==> src/rtl/adc_pkg.sv <==
/* shared types, register map and reset defaults for the multislope ADC controller;
   every other file refers to these by adc_pkg:: scoped names */
package adc_pkg;

  // widths that carry a meaning
  typedef logic [23:0] count_t;
  typedef logic [31:0] int_count_t;
  typedef logic [6:0]  reg_addr_t;
  // active low: signal, ref hi, ref lo, slope ground
  typedef logic [3:0]  himux_t;

  // reference switch codes, as driven onto lomux[1:0]
  typedef enum logic [1:0] {
    ref_none     = 2'd0,
    ref_pos      = 2'd1,  // integrator down
    ref_neg      = 2'd2,  // integrator up
    ref_slow_pos = 2'd3   // integrator down, slow slope
  } ref_sel_e;

  typedef enum logic [3:0] {
    init_start, init,
    fix_pos_start, fix_pos,
    var_start, var_run,
    fix_neg_start, fix_neg,
    var2_start, var2,
    rundown_start, rundown,
    done
  } mod_state_e;

  // 109 bits
  typedef struct packed {
    count_t     init_n;
    count_t     fix_n;
    count_t     var_n;
    int_count_t int_n;
    logic       use_slow_rundown;
    himux_t     himux_sel;
  } mod_config_t;

  // 168 bits
  typedef struct packed {
    count_t count_up;
    count_t count_down;
    count_t trans_up;
    count_t trans_down;
    count_t fix_up;
    count_t fix_down;
    count_t rundown_clks;
  } meas_result_t;

  //////////////////////////////////////////////////
  // register map, read only results
  localparam reg_addr_t addr_count_up     = 7'd9;
  localparam reg_addr_t addr_count_down   = 7'd10;
  localparam reg_addr_t addr_rundown_clks = 7'd11;
  localparam reg_addr_t addr_trans_up     = 7'd12;
  localparam reg_addr_t addr_trans_down   = 7'd14;
  localparam reg_addr_t addr_test_word    = 7'd15;
  localparam reg_addr_t addr_fix_up       = 7'd26;
  localparam reg_addr_t addr_fix_down     = 7'd27;

  // read/write configuration
  localparam reg_addr_t addr_init_n       = 7'd18;
  localparam reg_addr_t addr_fix_n        = 7'd20;
  localparam reg_addr_t addr_var_n        = 7'd21;
  localparam reg_addr_t addr_int_lo       = 7'd22;
  localparam reg_addr_t addr_int_hi       = 7'd23;
  localparam reg_addr_t addr_slow_rundown = 7'd24;
  localparam reg_addr_t addr_himux_sel    = 7'd25;

  //////////////////////////////////////////////////
  // defaults loaded by reset
  localparam mod_config_t cfg_defaults = '{
    init_n:           24'd10000,
    fix_n:            24'd700,
    var_n:            24'd5500,
    int_n:            32'd4000000,  // 200 ms at 20 MHz
    use_slow_rundown: 1'b1,
    himux_sel:        4'b1011       // ref lo, ie. input shorted
  };

  // 8 bit address then 24 bit value
  localparam int     spi_frame_bits  = 32;
  localparam count_t test_word_value = 24'hffffff;

endpackage

==> src/rtl/adc_top.sv <==
/* multislope ADC controller top, joins the sequencer, phase timer,
   slope counters and SPI register bank */
`timescale 1ns/100ps

module adc_top (
  input  logic            clk,
  input  logic            reset,
  input  logic            cmp_out,
  input  logic            spi_clk,
  input  logic            spi_cs_n,
  input  logic            spi_mosi,
  output logic            spi_miso,
  // signal switch, then reference pair
  output logic [2:0]      lomux,
  output adc_pkg::himux_t himux,
  output logic            cmp_latch,
  output logic            eoc_n
);

  adc_pkg::mod_config_t  cfg;
  adc_pkg::meas_result_t result;
  adc_pkg::count_t       phase_count;
  logic                  int_done;
  logic                  phase_clear;
  logic                  int_clear;
  logic                  counters_clear;
  logic                  dir_up;
  logic                  dir_down;
  logic                  trans_up_inc;
  logic                  trans_down_inc;
  logic                  fix_up_inc;
  logic                  fix_down_inc;
  logic                  capture;

  // ref_sel also appears in lomux[1:0]
  modulation_ctrl u_ctrl (
    .clk, .reset, .cmp_out, .cfg, .phase_count, .int_done,
    .lomux, .himux, .eoc_n, .cmp_latch,
    .phase_clear, .int_clear, .counters_clear, .dir_up, .dir_down,
    .trans_up_inc, .trans_down_inc, .fix_up_inc, .fix_down_inc, .capture,
    .ref_sel ()
  );

  phase_timer u_timer (
    .clk, .reset, .phase_clear, .int_clear, .cfg, .phase_count, .int_done
  );

  slope_counters u_counters (
    .clk, .reset, .counters_clear, .dir_up, .dir_down,
    .trans_up_inc, .trans_down_inc, .fix_up_inc, .fix_down_inc,
    .capture, .phase_count, .result
  );

  spi_reg_bank u_regs (
    .clk, .reset, .spi_clk, .spi_cs_n, .spi_mosi, .spi_miso, .result, .cfg
  );

endmodule

==> src/rtl/modulation_ctrl.sv <==
/* multislope sequencer with init settle, four phase runup cycles and a rundown
   to a comparator cross, then one cycle of end-of-conversion interrupt */
`timescale 1ns/100ps

module modulation_ctrl (
  input  logic                 clk,
  input  logic                 reset,
  input  logic                 cmp_out,
  input  adc_pkg::mod_config_t cfg,
  input  adc_pkg::count_t      phase_count,
  input  logic                 int_done,
  output logic [2:0]           lomux,
  output adc_pkg::himux_t      himux,
  output logic                 eoc_n,
  output logic                 cmp_latch,
  output logic                 phase_clear,
  output logic                 int_clear,
  output logic                 counters_clear,
  output logic                 dir_up,
  output logic                 dir_down,
  output logic                 trans_up_inc,
  output logic                 trans_down_inc,
  output logic                 fix_up_inc,
  output logic                 fix_down_inc,
  output logic                 capture,
  output adc_pkg::ref_sel_e    ref_sel
);

  adc_pkg::mod_state_e state;
  adc_pkg::ref_sel_e   ref_next;
  logic [2:0]          cmp_sync;
  logic                cmp_low;
  logic                cmp_cross;
  logic                ref_load;
  logic                sig_on;

  // comparator high means integrator below zero
  always_ff @(posedge clk)
  begin
    if (reset)
      cmp_sync <= '0;
    else
      cmp_sync <= {cmp_sync[1:0], cmp_out};
  end

  assign cmp_low   = cmp_sync[1];
  assign cmp_cross = cmp_sync[2] ^ cmp_sync[1];

  assign lomux     = {sig_on, ref_sel};
  // latch enable held low so the latch stays transparent
  assign cmp_latch = 1'b0;

  //////////////////////////////////////////////////
  // per-state strobes and next reference
  always_comb
  begin
    phase_clear    = 1'b0;
    int_clear      = 1'b0;
    counters_clear = 1'b0;
    dir_up         = 1'b0;
    dir_down       = 1'b0;
    fix_up_inc     = 1'b0;
    fix_down_inc   = 1'b0;
    capture        = 1'b0;
    ref_load       = 1'b0;
    ref_next       = ref_sel;
    case (state)
      adc_pkg::init_start:
      begin
        phase_clear    = 1'b1;
        int_clear      = 1'b1;
        counters_clear = 1'b1;
      end
      adc_pkg::fix_pos_start:
      begin
        phase_clear  = 1'b1;
        fix_down_inc = 1'b1;
        ref_load     = 1'b1;
        ref_next     = adc_pkg::ref_pos;
      end
      adc_pkg::var_start, adc_pkg::var2_start:
      begin
        phase_clear = 1'b1;
        ref_load    = 1'b1;
        // below zero so push up
        if (cmp_low)
        begin
          ref_next = adc_pkg::ref_neg;
          dir_up   = 1'b1;
        end
        else
        begin
          ref_next = adc_pkg::ref_pos;
          dir_down = 1'b1;
        end
      end
      adc_pkg::fix_neg_start:
      begin
        phase_clear = 1'b1;
        fix_up_inc  = 1'b1;
        ref_load    = 1'b1;
        ref_next    = adc_pkg::ref_neg;
      end
      adc_pkg::rundown_start:
      begin
        phase_clear = 1'b1;
        ref_load    = 1'b1;
        ref_next    = cfg.use_slow_rundown ? adc_pkg::ref_slow_pos : adc_pkg::ref_pos;
      end
      adc_pkg::rundown:
        capture = cmp_cross;
      default:
        ;
    endcase
  end

  // count only real switch changes
  assign trans_up_inc   = ref_load && (ref_next == adc_pkg::ref_neg)
                          && (ref_sel != adc_pkg::ref_neg);
  assign trans_down_inc = ref_load && (ref_next == adc_pkg::ref_pos)
                          && (ref_sel != adc_pkg::ref_pos);

  //////////////////////////////////////////////////
  // state machine
  always_ff @(posedge clk)
  begin
    if (reset)
    begin
      state   <= adc_pkg::init_start;
      ref_sel <= adc_pkg::ref_none;
      sig_on  <= 1'b0;
      himux   <= adc_pkg::cfg_defaults.himux_sel;
      eoc_n   <= 1'b1;
    end
    else
    begin
      // signal stays off once integration time is up
      if (int_done)
        sig_on <= 1'b0;
      if (ref_load)
        ref_sel <= ref_next;
      case (state)
        adc_pkg::init_start:
        begin
          state   <= adc_pkg::init;
          himux   <= cfg.himux_sel;
          sig_on  <= 1'b0;
          ref_sel <= adc_pkg::ref_none;
          eoc_n   <= 1'b1;
        end
        adc_pkg::init:
          if (phase_count == cfg.init_n)
          begin
            state  <= adc_pkg::fix_pos_start;
            sig_on <= !int_done;
          end
        adc_pkg::fix_pos_start:
          state <= adc_pkg::fix_pos;
        adc_pkg::fix_pos:
          if (phase_count == cfg.fix_n)
            state <= adc_pkg::var_start;
        adc_pkg::var_start:
          state <= adc_pkg::var_run;
        adc_pkg::var_run:
          if (phase_count == cfg.var_n)
            state <= adc_pkg::fix_neg_start;
        adc_pkg::fix_neg_start:
          state <= adc_pkg::fix_neg;
        adc_pkg::fix_neg:
          if (phase_count == cfg.fix_n)
            state <= adc_pkg::var2_start;
        adc_pkg::var2_start:
          state <= adc_pkg::var2;
        adc_pkg::var2:
          // another runup cycle unless time is up and the integrator is above zero
          if (phase_count == cfg.var_n)
            state <= (int_done && !cmp_low) ? adc_pkg::rundown_start
                                            : adc_pkg::fix_pos_start;
        adc_pkg::rundown_start:
          state <= adc_pkg::rundown;
        adc_pkg::rundown:
          if (capture)
          begin
            state   <= adc_pkg::done;
            ref_sel <= adc_pkg::ref_none;
            eoc_n   <= 1'b0;
          end
        adc_pkg::done:
        begin
          eoc_n <= 1'b1;
          state <= adc_pkg::init_start;
        end
        default:
          state <= adc_pkg::init_start;
      endcase
    end
  end

  // interrupt is a single clock pulse
  a_eoc_one_cycle: assert property (
    @(posedge clk) disable iff (reset) !eoc_n |=> eoc_n);

endmodule

==> src/rtl/phase_timer.sv <==
/* clock counters for the current phase and for total integration time,
   with the sticky integration-done flag used by the modulation FSM */
`timescale 1ns/100ps

module phase_timer (
  input  logic                 clk,
  input  logic                 reset,
  input  logic                 phase_clear,
  input  logic                 int_clear,
  input  adc_pkg::mod_config_t cfg,
  output adc_pkg::count_t      phase_count,
  output logic                 int_done
);

  adc_pkg::int_count_t int_count;

  // clocks since last *_start state
  always_ff @(posedge clk)
  begin
    if (reset || phase_clear)
      phase_count <= '0;
    else
      phase_count <= phase_count + 1'b1;
  end

  // integration time, holds once the limit is hit
  always_ff @(posedge clk)
  begin
    if (reset || int_clear)
    begin
      int_count <= '0;
      int_done  <= 1'b0;
    end
    else if (int_count >= cfg.int_n)
      int_done <= 1'b1;
    else
      int_count <= int_count + 1'b1;
  end

endmodule

==> src/rtl/slope_counters.sv <==
/* running slope and transition counters for one measurement;
   the whole set is copied into result when the rundown crosses zero */
`timescale 1ns/100ps

module slope_counters (
  input  logic                  clk,
  input  logic                  reset,
  input  logic                  counters_clear,
  input  logic                  dir_up,
  input  logic                  dir_down,
  input  logic                  trans_up_inc,
  input  logic                  trans_down_inc,
  input  logic                  fix_up_inc,
  input  logic                  fix_down_inc,
  input  logic                  capture,
  input  adc_pkg::count_t       phase_count,
  output adc_pkg::meas_result_t result
);

  adc_pkg::count_t count_up;
  adc_pkg::count_t count_down;
  adc_pkg::count_t trans_up;
  adc_pkg::count_t trans_down;
  adc_pkg::count_t fix_up;
  adc_pkg::count_t fix_down;

  //////////////////////////////////////////////////
  // running counts
  always_ff @(posedge clk)
  begin
    if (reset || counters_clear)
    begin
      count_up   <= '0;
      count_down <= '0;
      trans_up   <= '0;
      trans_down <= '0;
      fix_up     <= '0;
      fix_down   <= '0;
    end
    else
    begin
      // variable phases
      if (dir_up)
        count_up <= count_up + 1'b1;
      if (dir_down)
        count_down <= count_down + 1'b1;
      // reference switch changes
      if (trans_up_inc)
        trans_up <= trans_up + 1'b1;
      if (trans_down_inc)
        trans_down <= trans_down + 1'b1;
      if (fix_up_inc)
        fix_up <= fix_up + 1'b1;
      if (fix_down_inc)
        fix_down <= fix_down + 1'b1;
    end
  end

  // last finished run, phase_count is the rundown length here
  always_ff @(posedge clk)
  begin
    if (capture)
      result <= '{count_up, count_down, trans_up, trans_down,
                  fix_up, fix_down, phase_count};
  end

  // one variable phase decision per start state
  a_dir_exclusive: assert property (
    @(posedge clk) disable iff (reset) !(dir_up && dir_down));

endmodule

==> src/rtl/spi_reg_bank.sv <==
/* SPI mode 1 slave, oversampled on clk, holding the configuration registers
   and giving readback of config and the latched measurement results */
`timescale 1ns/100ps

module spi_reg_bank (
  input  logic                 clk,
  input  logic                 reset,
  input  logic                 spi_clk,
  input  logic                 spi_cs_n,
  input  logic                 spi_mosi,
  output logic                 spi_miso,
  input  adc_pkg::meas_result_t result,
  output adc_pkg::mod_config_t  cfg
);

  logic [2:0] sclk_sync;
  logic [2:0] cs_sync;
  logic [1:0] mosi_sync;
  logic       sclk_fall;
  logic       cs_rise;
  logic       cs_active;
  logic [6:0] bit_cnt;
  logic [adc_pkg::spi_frame_bits-1:0] in_sr;
  logic [adc_pkg::spi_frame_bits-1:0] out_sr;
  adc_pkg::reg_addr_t rd_addr;
  adc_pkg::reg_addr_t wr_addr;
  adc_pkg::count_t    rd_value;
  adc_pkg::count_t    wr_value;
  logic               wr_en;

  //////////////////////////////////////////////////
  // pin synchronisers, third stage for edges
  always_ff @(posedge clk)
  begin
    if (reset)
    begin
      sclk_sync <= '0;
      cs_sync   <= '1;
      mosi_sync <= '0;
    end
    else
    begin
      sclk_sync <= {sclk_sync[1:0], spi_clk};
      cs_sync   <= {cs_sync[1:0], spi_cs_n};
      mosi_sync <= {mosi_sync[0], spi_mosi};
    end
  end

  // mode 1, sample on falling edge
  assign sclk_fall = sclk_sync[2] & ~sclk_sync[1];
  assign cs_rise   = ~cs_sync[2] & cs_sync[1];
  assign cs_active = ~cs_sync[1];

  // address complete with the bit arriving now, top flag bit dropped
  assign rd_addr = {in_sr[5:0], mosi_sync[1]};

  //////////////////////////////////////////////////
  // frame shifting
  always_ff @(posedge clk)
  begin
    if (cs_active && sclk_fall)
      in_sr <= {in_sr[adc_pkg::spi_frame_bits-2:0], mosi_sync[1]};
  end

  always_ff @(posedge clk)
  begin
    if (reset || !cs_active)
    begin
      bit_cnt <= '0;
      out_sr  <= '0;
    end
    else if (sclk_fall)
    begin
      bit_cnt <= bit_cnt + 1'b1;
      // eighth bit in, master samples value msb on the next fall
      if (bit_cnt == 7'd7)
        out_sr <= {rd_value, 8'h00};
      else
        out_sr <= out_sr << 1;
    end
  end

  assign spi_miso = out_sr[adc_pkg::spi_frame_bits-1];

  // read mux, unknown addresses give zero
  always_comb
  begin
    case (rd_addr)
      adc_pkg::addr_count_up:     rd_value = result.count_up;
      adc_pkg::addr_count_down:   rd_value = result.count_down;
      adc_pkg::addr_rundown_clks: rd_value = result.rundown_clks;
      adc_pkg::addr_trans_up:     rd_value = result.trans_up;
      adc_pkg::addr_trans_down:   rd_value = result.trans_down;
      adc_pkg::addr_fix_up:       rd_value = result.fix_up;
      adc_pkg::addr_fix_down:     rd_value = result.fix_down;
      adc_pkg::addr_test_word:    rd_value = adc_pkg::test_word_value;
      adc_pkg::addr_init_n:       rd_value = cfg.init_n;
      adc_pkg::addr_fix_n:        rd_value = cfg.fix_n;
      adc_pkg::addr_var_n:        rd_value = cfg.var_n;
      adc_pkg::addr_int_lo:       rd_value = cfg.int_n[23:0];
      adc_pkg::addr_int_hi:       rd_value = {16'h0000, cfg.int_n[31:24]};
      adc_pkg::addr_slow_rundown: rd_value = {23'h000000, cfg.use_slow_rundown};
      adc_pkg::addr_himux_sel:    rd_value = {20'h00000, cfg.himux_sel};
      default:                    rd_value = '0;
    endcase
  end

  //////////////////////////////////////////////////
  // write at end of frame, full length and flag clear only
  assign wr_en    = cs_rise && (bit_cnt == 7'd32) && !in_sr[31];
  assign wr_addr  = in_sr[30:24];
  assign wr_value = in_sr[23:0];

  always_ff @(posedge clk)
  begin
    if (reset)
      cfg <= adc_pkg::cfg_defaults;
    else if (wr_en)
    begin
      case (wr_addr)
        adc_pkg::addr_init_n:       cfg.init_n <= wr_value;
        adc_pkg::addr_fix_n:        cfg.fix_n <= wr_value;
        adc_pkg::addr_var_n:        cfg.var_n <= wr_value;
        adc_pkg::addr_int_lo:       cfg.int_n[23:0] <= wr_value;
        adc_pkg::addr_int_hi:       cfg.int_n[31:24] <= wr_value[7:0];
        adc_pkg::addr_slow_rundown: cfg.use_slow_rundown <= wr_value[0];
        adc_pkg::addr_himux_sel:    cfg.himux_sel <= wr_value[3:0];
        default:                    ;
      endcase
    end
  end

  // the pin must already be high when the delayed edge commits a write
  a_no_write_in_frame: assert property (
    @(posedge clk) disable iff (reset) wr_en |-> spi_cs_n);

endmodule

==> config.mk <==
export PLATFORM = sky130hd
export DESIGN_NAME = adc_top
export DESIGN_NICKNAME = d
export VERILOG_FILES = /design/src/rtl/adc_pkg.sv /design/src/rtl/adc_top.sv /design/src/rtl/modulation_ctrl.sv /design/src/rtl/phase_timer.sv /design/src/rtl/slope_counters.sv /design/src/rtl/spi_reg_bank.sv
export SDC_FILE = /design/constraint.sdc
export NUM_CORES = 1
export LEC_CHECK = 0
export BUFFER_PORTS_ARGS = -buffer_cell sky130_fd_sc_hd__buf_2
export CAP_MARGIN = 10
export CELL_PAD_IN_SITES_DETAIL_PLACEMENT = 1
export CELL_PAD_IN_SITES_GLOBAL_PLACEMENT = 1
export CORE_MARGIN = 10
export CORE_UTILIZATION = 37
export DETAILED_ROUTE_END_ITERATION = 10
export GPL_TIMING_DRIVEN = 0
export PLACE_DENSITY_LB_ADDON = 0.1
export SYNTH_ARGS = -nofsm -noshare
export SYNTH_HDL_FRONTEND = slang
export SYNTH_SLANG_ARGS = --single-unit
==> constraint.sdc <==
create_clock -name clk -period 12.9 [get_ports clk]
set_input_delay 1.935 -clock clk [delete_from_list [all_inputs] [get_ports clk]]
set_output_delay 1.935 -clock clk [all_outputs]
set_load 0.02 [all_outputs]
* Yosys cells after proc, flatten, opt, wreduce, memory -nomap -nowiden
Cells that the tools add are included.
Word-level totals: input port bits 6, register bits after elaboration 572, output and inout bits 10
Cells by class: magnitude comparators 1, bitwise gates (word level) 6, add/sub/neg operators 9, multiplexer cells 31, equal/unequal tests 49, reduce and logical (&&, ||, !) cells 29
Operator list (count):
- one-hot mux 24 bit (15 select lines) | 1
- adder 24 x 1 -> 24 bit (second input constant) | 7
- equality test 7 x 5 -> 1 bit (second input constant) | 16
- equality test 24 bit | 3
- one-hot mux 4 bit (12 select lines) | 1
- equality test 7 x 4 -> 1 bit (second input constant) | 6
- adder 32 x 1 -> 32 bit (second input constant) | 1
- >= comparator 32 bit | 1
- two-way mux 32 bit | 1
- two-way mux 4 bit | 7
- equality test 4 bit (second input constant) | 5
- equality test 4 x 3 -> 1 bit (second input constant) | 4
- AND reduction 2 bit | 8
- two-way mux 1 bit | 13
- != test 2 x 1 -> 1 bit (second input constant) | 6
- equality test 4 x 2 -> 1 bit (second input constant) | 2
- logical AND 1 bit | 8
- two-way mux 2 bit | 4
- one-hot mux 2 bit (4 select lines) | 1
- adder 7 x 1 -> 7 bit (second input constant) | 1
- equality test 7 x 3 -> 1 bit (second input constant) | 1
- equality test 7 x 6 -> 1 bit (second input constant) | 1
- AND reduction 6 bit | 1
- OR reduction 6 bit | 1
- 15 further kinds | 25

* Logic depth before layout (Yosys ltp)
depth after elaboration 6, depth in mapped cells 11, mapped depth without buffers 9

* Cells and area by module
From an unflattened synthesis, not the netlist that was laid out.
Unflattened totals: cell total of the unflattened synthesis 2634, area total of the unflattened synthesis 25814.8 µm²
By module, submodules not included:
- slope_counters | area each 11493.5 µm², cells an instance 928, seq. area each 7927.6 µm², instances 1
- spi_reg_bank | area each 9100.0 µm², cells an instance 1073, seq. area each 3923.8 µm², instances 1
- phase_timer | area each 3549.7 µm², cells an instance 431, seq. area each 1141.1 µm², instances 1
- modulation_ctrl | area each 1671.6 µm², cells an instance 202, seq. area each 300.3 µm², instances 1

* Least setup slack after synthesis
No wires, ideal clock.
path kind register to register, start point reg u_ctrl.state[0], end point reg, netlist name u_counters.result[0], data arrival time 4260 ps, setup time 520 ps, setup slack 8120 ps, period minus slack after synthesis 4780 ps, cell stages (with the launch flop) 5, required time 12380 ps, cell sequence dfxtp_1 -> buf_2 -> clkbuf_1 -> nand4_1 -> inv_1
On the way: cells in the longest elaborated chain, start to end 2
RTL lines:
- from (decl) | line modulation_ctrl.sv:29 | adc_pkg::mod_state_e state;
- from (signal assigned) | line modulation_ctrl.sv:129 | state <= adc_pkg::init_start;
- from (signal assigned) | line modulation_ctrl.sv:145 | state <= adc_pkg::init;
- from (signal assigned) | line modulation_ctrl.sv:154 | state <= adc_pkg::fix_pos_start;
- equality test 4 bit | line modulation_ctrl.sv:67 | case (state)
- two-way mux 1 bit | line modulation_ctrl.sv:67
- via capture | line adc_top.sv:33 | logic capture;
The timed path passes the listed nets, and every way through them passes these cells. A chain may end at the register's enable or synchronous reset.

* Worst setup path after layout
start point reg u_regs.in_sr[0] (netlist bit), end point reg u_regs.out_sr[15] (netlist bit)
On the way: cells in the longest elaborated chain, start to end 3, elaborated cells between the ends (all ways) 17
RTL lines:
- from (decl) | line spi_reg_bank.sv:23 | logic [adc_pkg::spi_frame_bits-1:0] in_sr;
- from (signal assigned) | line spi_reg_bank.sv:62 | in_sr <= {in_sr[adc_pkg::spi_frame_bits-2:0], mosi_sync[1]};
- equality test 7 x 5 -> 1 bit / equality test 7 x 4 -> 1 bit (equally long branches) | line spi_reg_bank.sv:88 | case (rd_addr)
- one-hot mux 24 bit (15 select lines) * | line spi_reg_bank.sv:88
- two-way mux 32 bit * | line spi_reg_bank.sv:76 | if (bit_cnt == 7'd7)
- to (signal assigned) | line spi_reg_bank.sv:77 | out_sr <= {rd_value, 8'h00};
- to (signal assigned) | line spi_reg_bank.sv:79 | out_sr <= out_sr << 1;
- to (decl) | line spi_reg_bank.sv:24 | logic [adc_pkg::spi_frame_bits-1:0] out_sr;
Mark *: on every way between the ends. The rest lies on a longest branch, timed or not.

==> flow_metrics.py <==
metrics = {
    "run_status": {
        "status": "finished, final reports clean",
    },
    "worst_setup_path": {
        "cpPeakStageDelay_ns": 0.81,
        "critPathMaxFanout": 10,
        "critical_path_depth": 7,
        "timing.critical_path.max_delay_family": "buffers and inverters",
        "crit_path_top_delay_cell": "sky130_fd_sc_hd__clkbuf_1",
        "reg2reg_slack_ns": 9.06,
        "critical_path.n_buffers_inverters": 3,
        "rr_endpoint": "u_regs.out_sr[15]",
        "timing.reg2reg.worst_path_depth": 7,
        "timing.critical_path.from": "u_regs.in_sr[0]",
        "required_arrival_time_at_the_worst_endpoint_ns": 13.37,
        "worstPathArrival_ns": 4.31,
        "crit_path_cell_trace": "buf_2 -> buf_1 -> clkbuf_1 -> mux2i_1 -> o2111ai_1 -> o21ai_0 -> a21oi_1",
        "critical_path.endpoint_type": "flop",
        "timing.setup.critical_path_class": "reg2reg",
        "cp-endpoint": "u_regs.out_sr[15]",
        "r2r-start": "u_regs.in_sr[0]",
        "critical_path.startpoint_type": "flop",
    },
    "power": {
        "power_w": 0.00387,
        "p_leak_nw": 9.90,
        "ir_drop_uv": 79.6,
        "power.density_cell_area_nw_per_um2": 134,
    },
    "timing": {
        "maxSlewViolCount": 0,
        "timing_hold_violations_final": 0,
        "fmax_mhz": 261,
        "fin_crit_ns": 3.84,
        "timing.clock.skew_ns": 0.0241,
        "layout_worst_path_cycle_share": 0.298,
        "max-slew-margin-rel": 0.131,
        "tns_ns": 0,
        "final.setup.worst_slack_ns": 9.06,
        "rsz0062_at_grt": "false",
        "setup_viol": 0,
        "worst_pin_slew_ns": 1.30,
    },
    "die": {
        "initial_core_utilization": 0.372,
        "rows": 96,
        "die_w_um": 283,
        "die-height_um": 283,
        "design.die.area_um2": 79800,
        "design.portCount": 16,
        "core-area_um2": 68500,
    },
    "finish": {
        "syn2layout_area_growth_pct": 13.4,
        "sequential_cell_area_um2": 13300,
        "drive_above_1_share": 0.0834,
        "antenna_cells": 0,
        "fillCellCount": 7608,
        "finish.instance_area_um2": 28900,
        "final_net_count": 2655,
        "area_of_the_multi_input_gates_um2": 11200,
    },
    "synth": {
        "synth.area.top_cells": "sky130_fd_sc_hd__dfxtp_1 29%, sky130_fd_sc_hd__edfxtp_1 24%, sky130_fd_sc_hd__mux2i_1 5.5%",
        "ys_warn_count": 0,
        "synth_cells": 2523,
        "async_flop_share": 0,
        "synth_cell_types": 91,
        "synth_sequential_area_ratio": 0.521,
        "yosysTopAreaCell": "sky130_fd_sc_hd__dfxtp_1",
        "synth-main-ff-cell": "sky130_fd_sc_hd__dfxtp_1",
        "synth.net_count": 2571,
        "synth_largest_type_area_fraction": 0.286,
        "yosys_register_bits": 564,
        "postSynthAreaPerCell_um2": 10.1,
        "mappedNetlistArea_um2": 25500,
        "synth_edf_count": 200,
    },
    "flow_run": {
        "timing.max_cap.violations": 0,
    },
    "clocking": {
        "ctsRootBufferMaster": "sky130_fd_sc_hd__clkbuf_16",
        "post-cts-setup-buffers": 0,
        "cts_sinks": 564,
        "cts_tree": "yes",
        "cts-buffers-inserted": 67,
        "worst_skew_pair.late_latency_ns": 0.62,
        "cts_resized": 0,
        "clock_pin_slew_on_the_worst_setup_and_hold_paths_ns": 0.06,
        "ctsHoldBuffers": 0,
        "cts_htree_levels": 3,
        "cts.path.max_buffers": 3,
    },
    "route": {
        "drt_first_iter_violations": 1640,
        "finalWirelength_um": 97800,
        "drt-vias-per-instance": 5.67,
        "number_of_detailed_route_iterations_in_the_first_pass": 7,
        "via_count": 20100,
        "ant_nets": 0,
        "detail_route.wl_per_cell_um": 27.6,
        "drcViolationCount": 0,
    },
    "placed_design": {
        "gp_congestion": 1.00,
        "place.port_buffers": 13,
        "worst_setup_slack_post_dpl_ns": 8.48,
        "dpl_cell_area_um2": 26700,
        "dpl.hpwl_um": 75200,
    },
    "global_routing": {
        "antenna_found_initial": 2,
        "largest_net_degree_at_the_start_of_global_routing": 128,
        "grt_first_pass_wirelength_um": 142000,
        "globalRouteOverflowTotal": 0,
        "grt_pass1_vias": 20200,
        "grt.total_usage": 0.244,
    },
    "hold_path": {
        "hold_class": "reg2reg",
    },
}
==> where the power goes <==
part | total [W] | internal [W] | leakage [nW] | switching [W]
registers | 0.00184 | 0.00183 | 4.78 | 0.00000618
clock network | 0.00189 | 0.00111 | 1.06 | 0.000784
logic | 0.000140 | 0.0000325 | 4.06 | 0.000107
==> through the flow <==
step                      hold slack, ns   util  instances
after CTS                          0.429  0.422       3543
after global placement             0.405  0.390       3418
final                              0.422  0.422       3543
after floorplan                    0.389      -       2523
after global routing               0.436  0.422       3543
after detailed placement           0.404  0.390       3420
==> logic make-up after synthesis <==
logic type	after synthesis	synth area share
AOI/OAI and AO/OA	396	0.101
xor gates and xnor gates	215	0.0746
adders and majority gates	42	0.0206
buffers and inverters	225	0.0404
DFF	564	0.521
muxes	145	0.0585
other	1	0.000147
and+or+nand+nor	935	0.183
==> cells in the final DEF (no fill, tap or decap), drive strengths merged, types with 7 or more instances in the layout <==
master   count
a22oi       29
o2111ai      7
clkbuf     189
o31ai       26
o22ai       17
xor2       122
and4        12
a221oi      19
nor2       324
or3         41
nor3b       11
inv         57
o211ai       9
nand4       60
and2        13
nand3       94
clkinv      20
o21ai       92
a31oi       18
buf         91
mux2i      139
nor4        19
edfxtp     200
a211o       16
ha          42
xnor2       93
nor3        50
or4         25
dfxtp      364
nand2      185
a21oi      109
and3        43
a222oi       8
nor2b       26
nand2b      12
==> synth_stat cells (19+ instances only) <==
library cell / count
sky130_fd_sc_hd__dfxtp_1: 364
sky130_fd_sc_hd__nor2_1: 319
sky130_fd_sc_hd__edfxtp_1: 200
sky130_fd_sc_hd__nand2_1: 183
sky130_fd_sc_hd__mux2i_1: 139
sky130_fd_sc_hd__xor2_1: 121
sky130_fd_sc_hd__a21oi_1: 108
sky130_fd_sc_hd__clkbuf_1: 94
sky130_fd_sc_hd__nand3_1: 93
sky130_fd_sc_hd__xnor2_1: 93
sky130_fd_sc_hd__o21ai_0: 91
sky130_fd_sc_hd__nand4_1: 59
sky130_fd_sc_hd__inv_1: 54
sky130_fd_sc_hd__nor3_1: 44
sky130_fd_sc_hd__and3_1: 43
sky130_fd_sc_hd__buf_2: 43
sky130_fd_sc_hd__ha_1: 42
sky130_fd_sc_hd__or3_1: 41
sky130_fd_sc_hd__a22oi_1: 29
sky130_fd_sc_hd__nor2b_1: 26
sky130_fd_sc_hd__o31ai_1: 26
sky130_fd_sc_hd__or4_1: 24
sky130_fd_sc_hd__a221oi_1: 19
==> registers in the layout, indices dropped and copies added, names as in the netlist, 4 cells and up <==
| register | flops |
|---|---|
| u_counters.trans_down | 24 |
| u_counters.fix_down | 24 |
| u_timer.int_count | 32 |
| u_counters.result | 168 |
| u_regs.bit_cnt | 7 |
| u_counters.count_down | 24 |
| u_counters.trans_up | 24 |
| u_ctrl.state | 4 |
| u_regs.cfg | 109 |
| u_ctrl.himux | 4 |
| u_timer.phase_count | 24 |
| u_counters.fix_up | 24 |
| u_regs.out_sr | 24 |
| u_counters.count_up | 24 |
| u_regs.in_sr | 32 |
==> routing by layer <==
metal	vias up	global-route usage	wire length (um)
met2	526	0.401	45900
li1	9190	-	-
met3	146	0.0350	4900
met1	10200	0.325	43800
met4	4	0.0836	3250
met5	-	0	20
==> area by class of cell <==
cell class	instances	share of cell area
sequential	564	0.460
multi-input combinational	1734	0.387
clock buffer	95	0.0666
tap	882	0.0382
buffer	170	0.0285
clock inverter	28	0.00896
inverter	55	0.00740
timing repair buffer	15	0.00389
==> worst min path at each step <==
stage	start	end	slack [ns]	depth (start not counted)
after global routing	u_regs.cs_sync[0]	u_regs.cs_sync[1]	0.44	1
final	u_regs.cs_sync[0]	u_regs.cs_sync[1]	0.42	1
after global placement	u_regs.cs_sync[0]	u_regs.cs_sync[1]	0.41	1
after detailed placement	u_regs.cs_sync[0]	u_regs.cs_sync[1]	0.40	1
after floorplan	u_regs.cs_sync[0]	u_regs.cs_sync[1]	0.39	1
after CTS	u_regs.cs_sync[0]	u_regs.cs_sync[1]	0.43	1
Power figures use the tool's default switching activity.
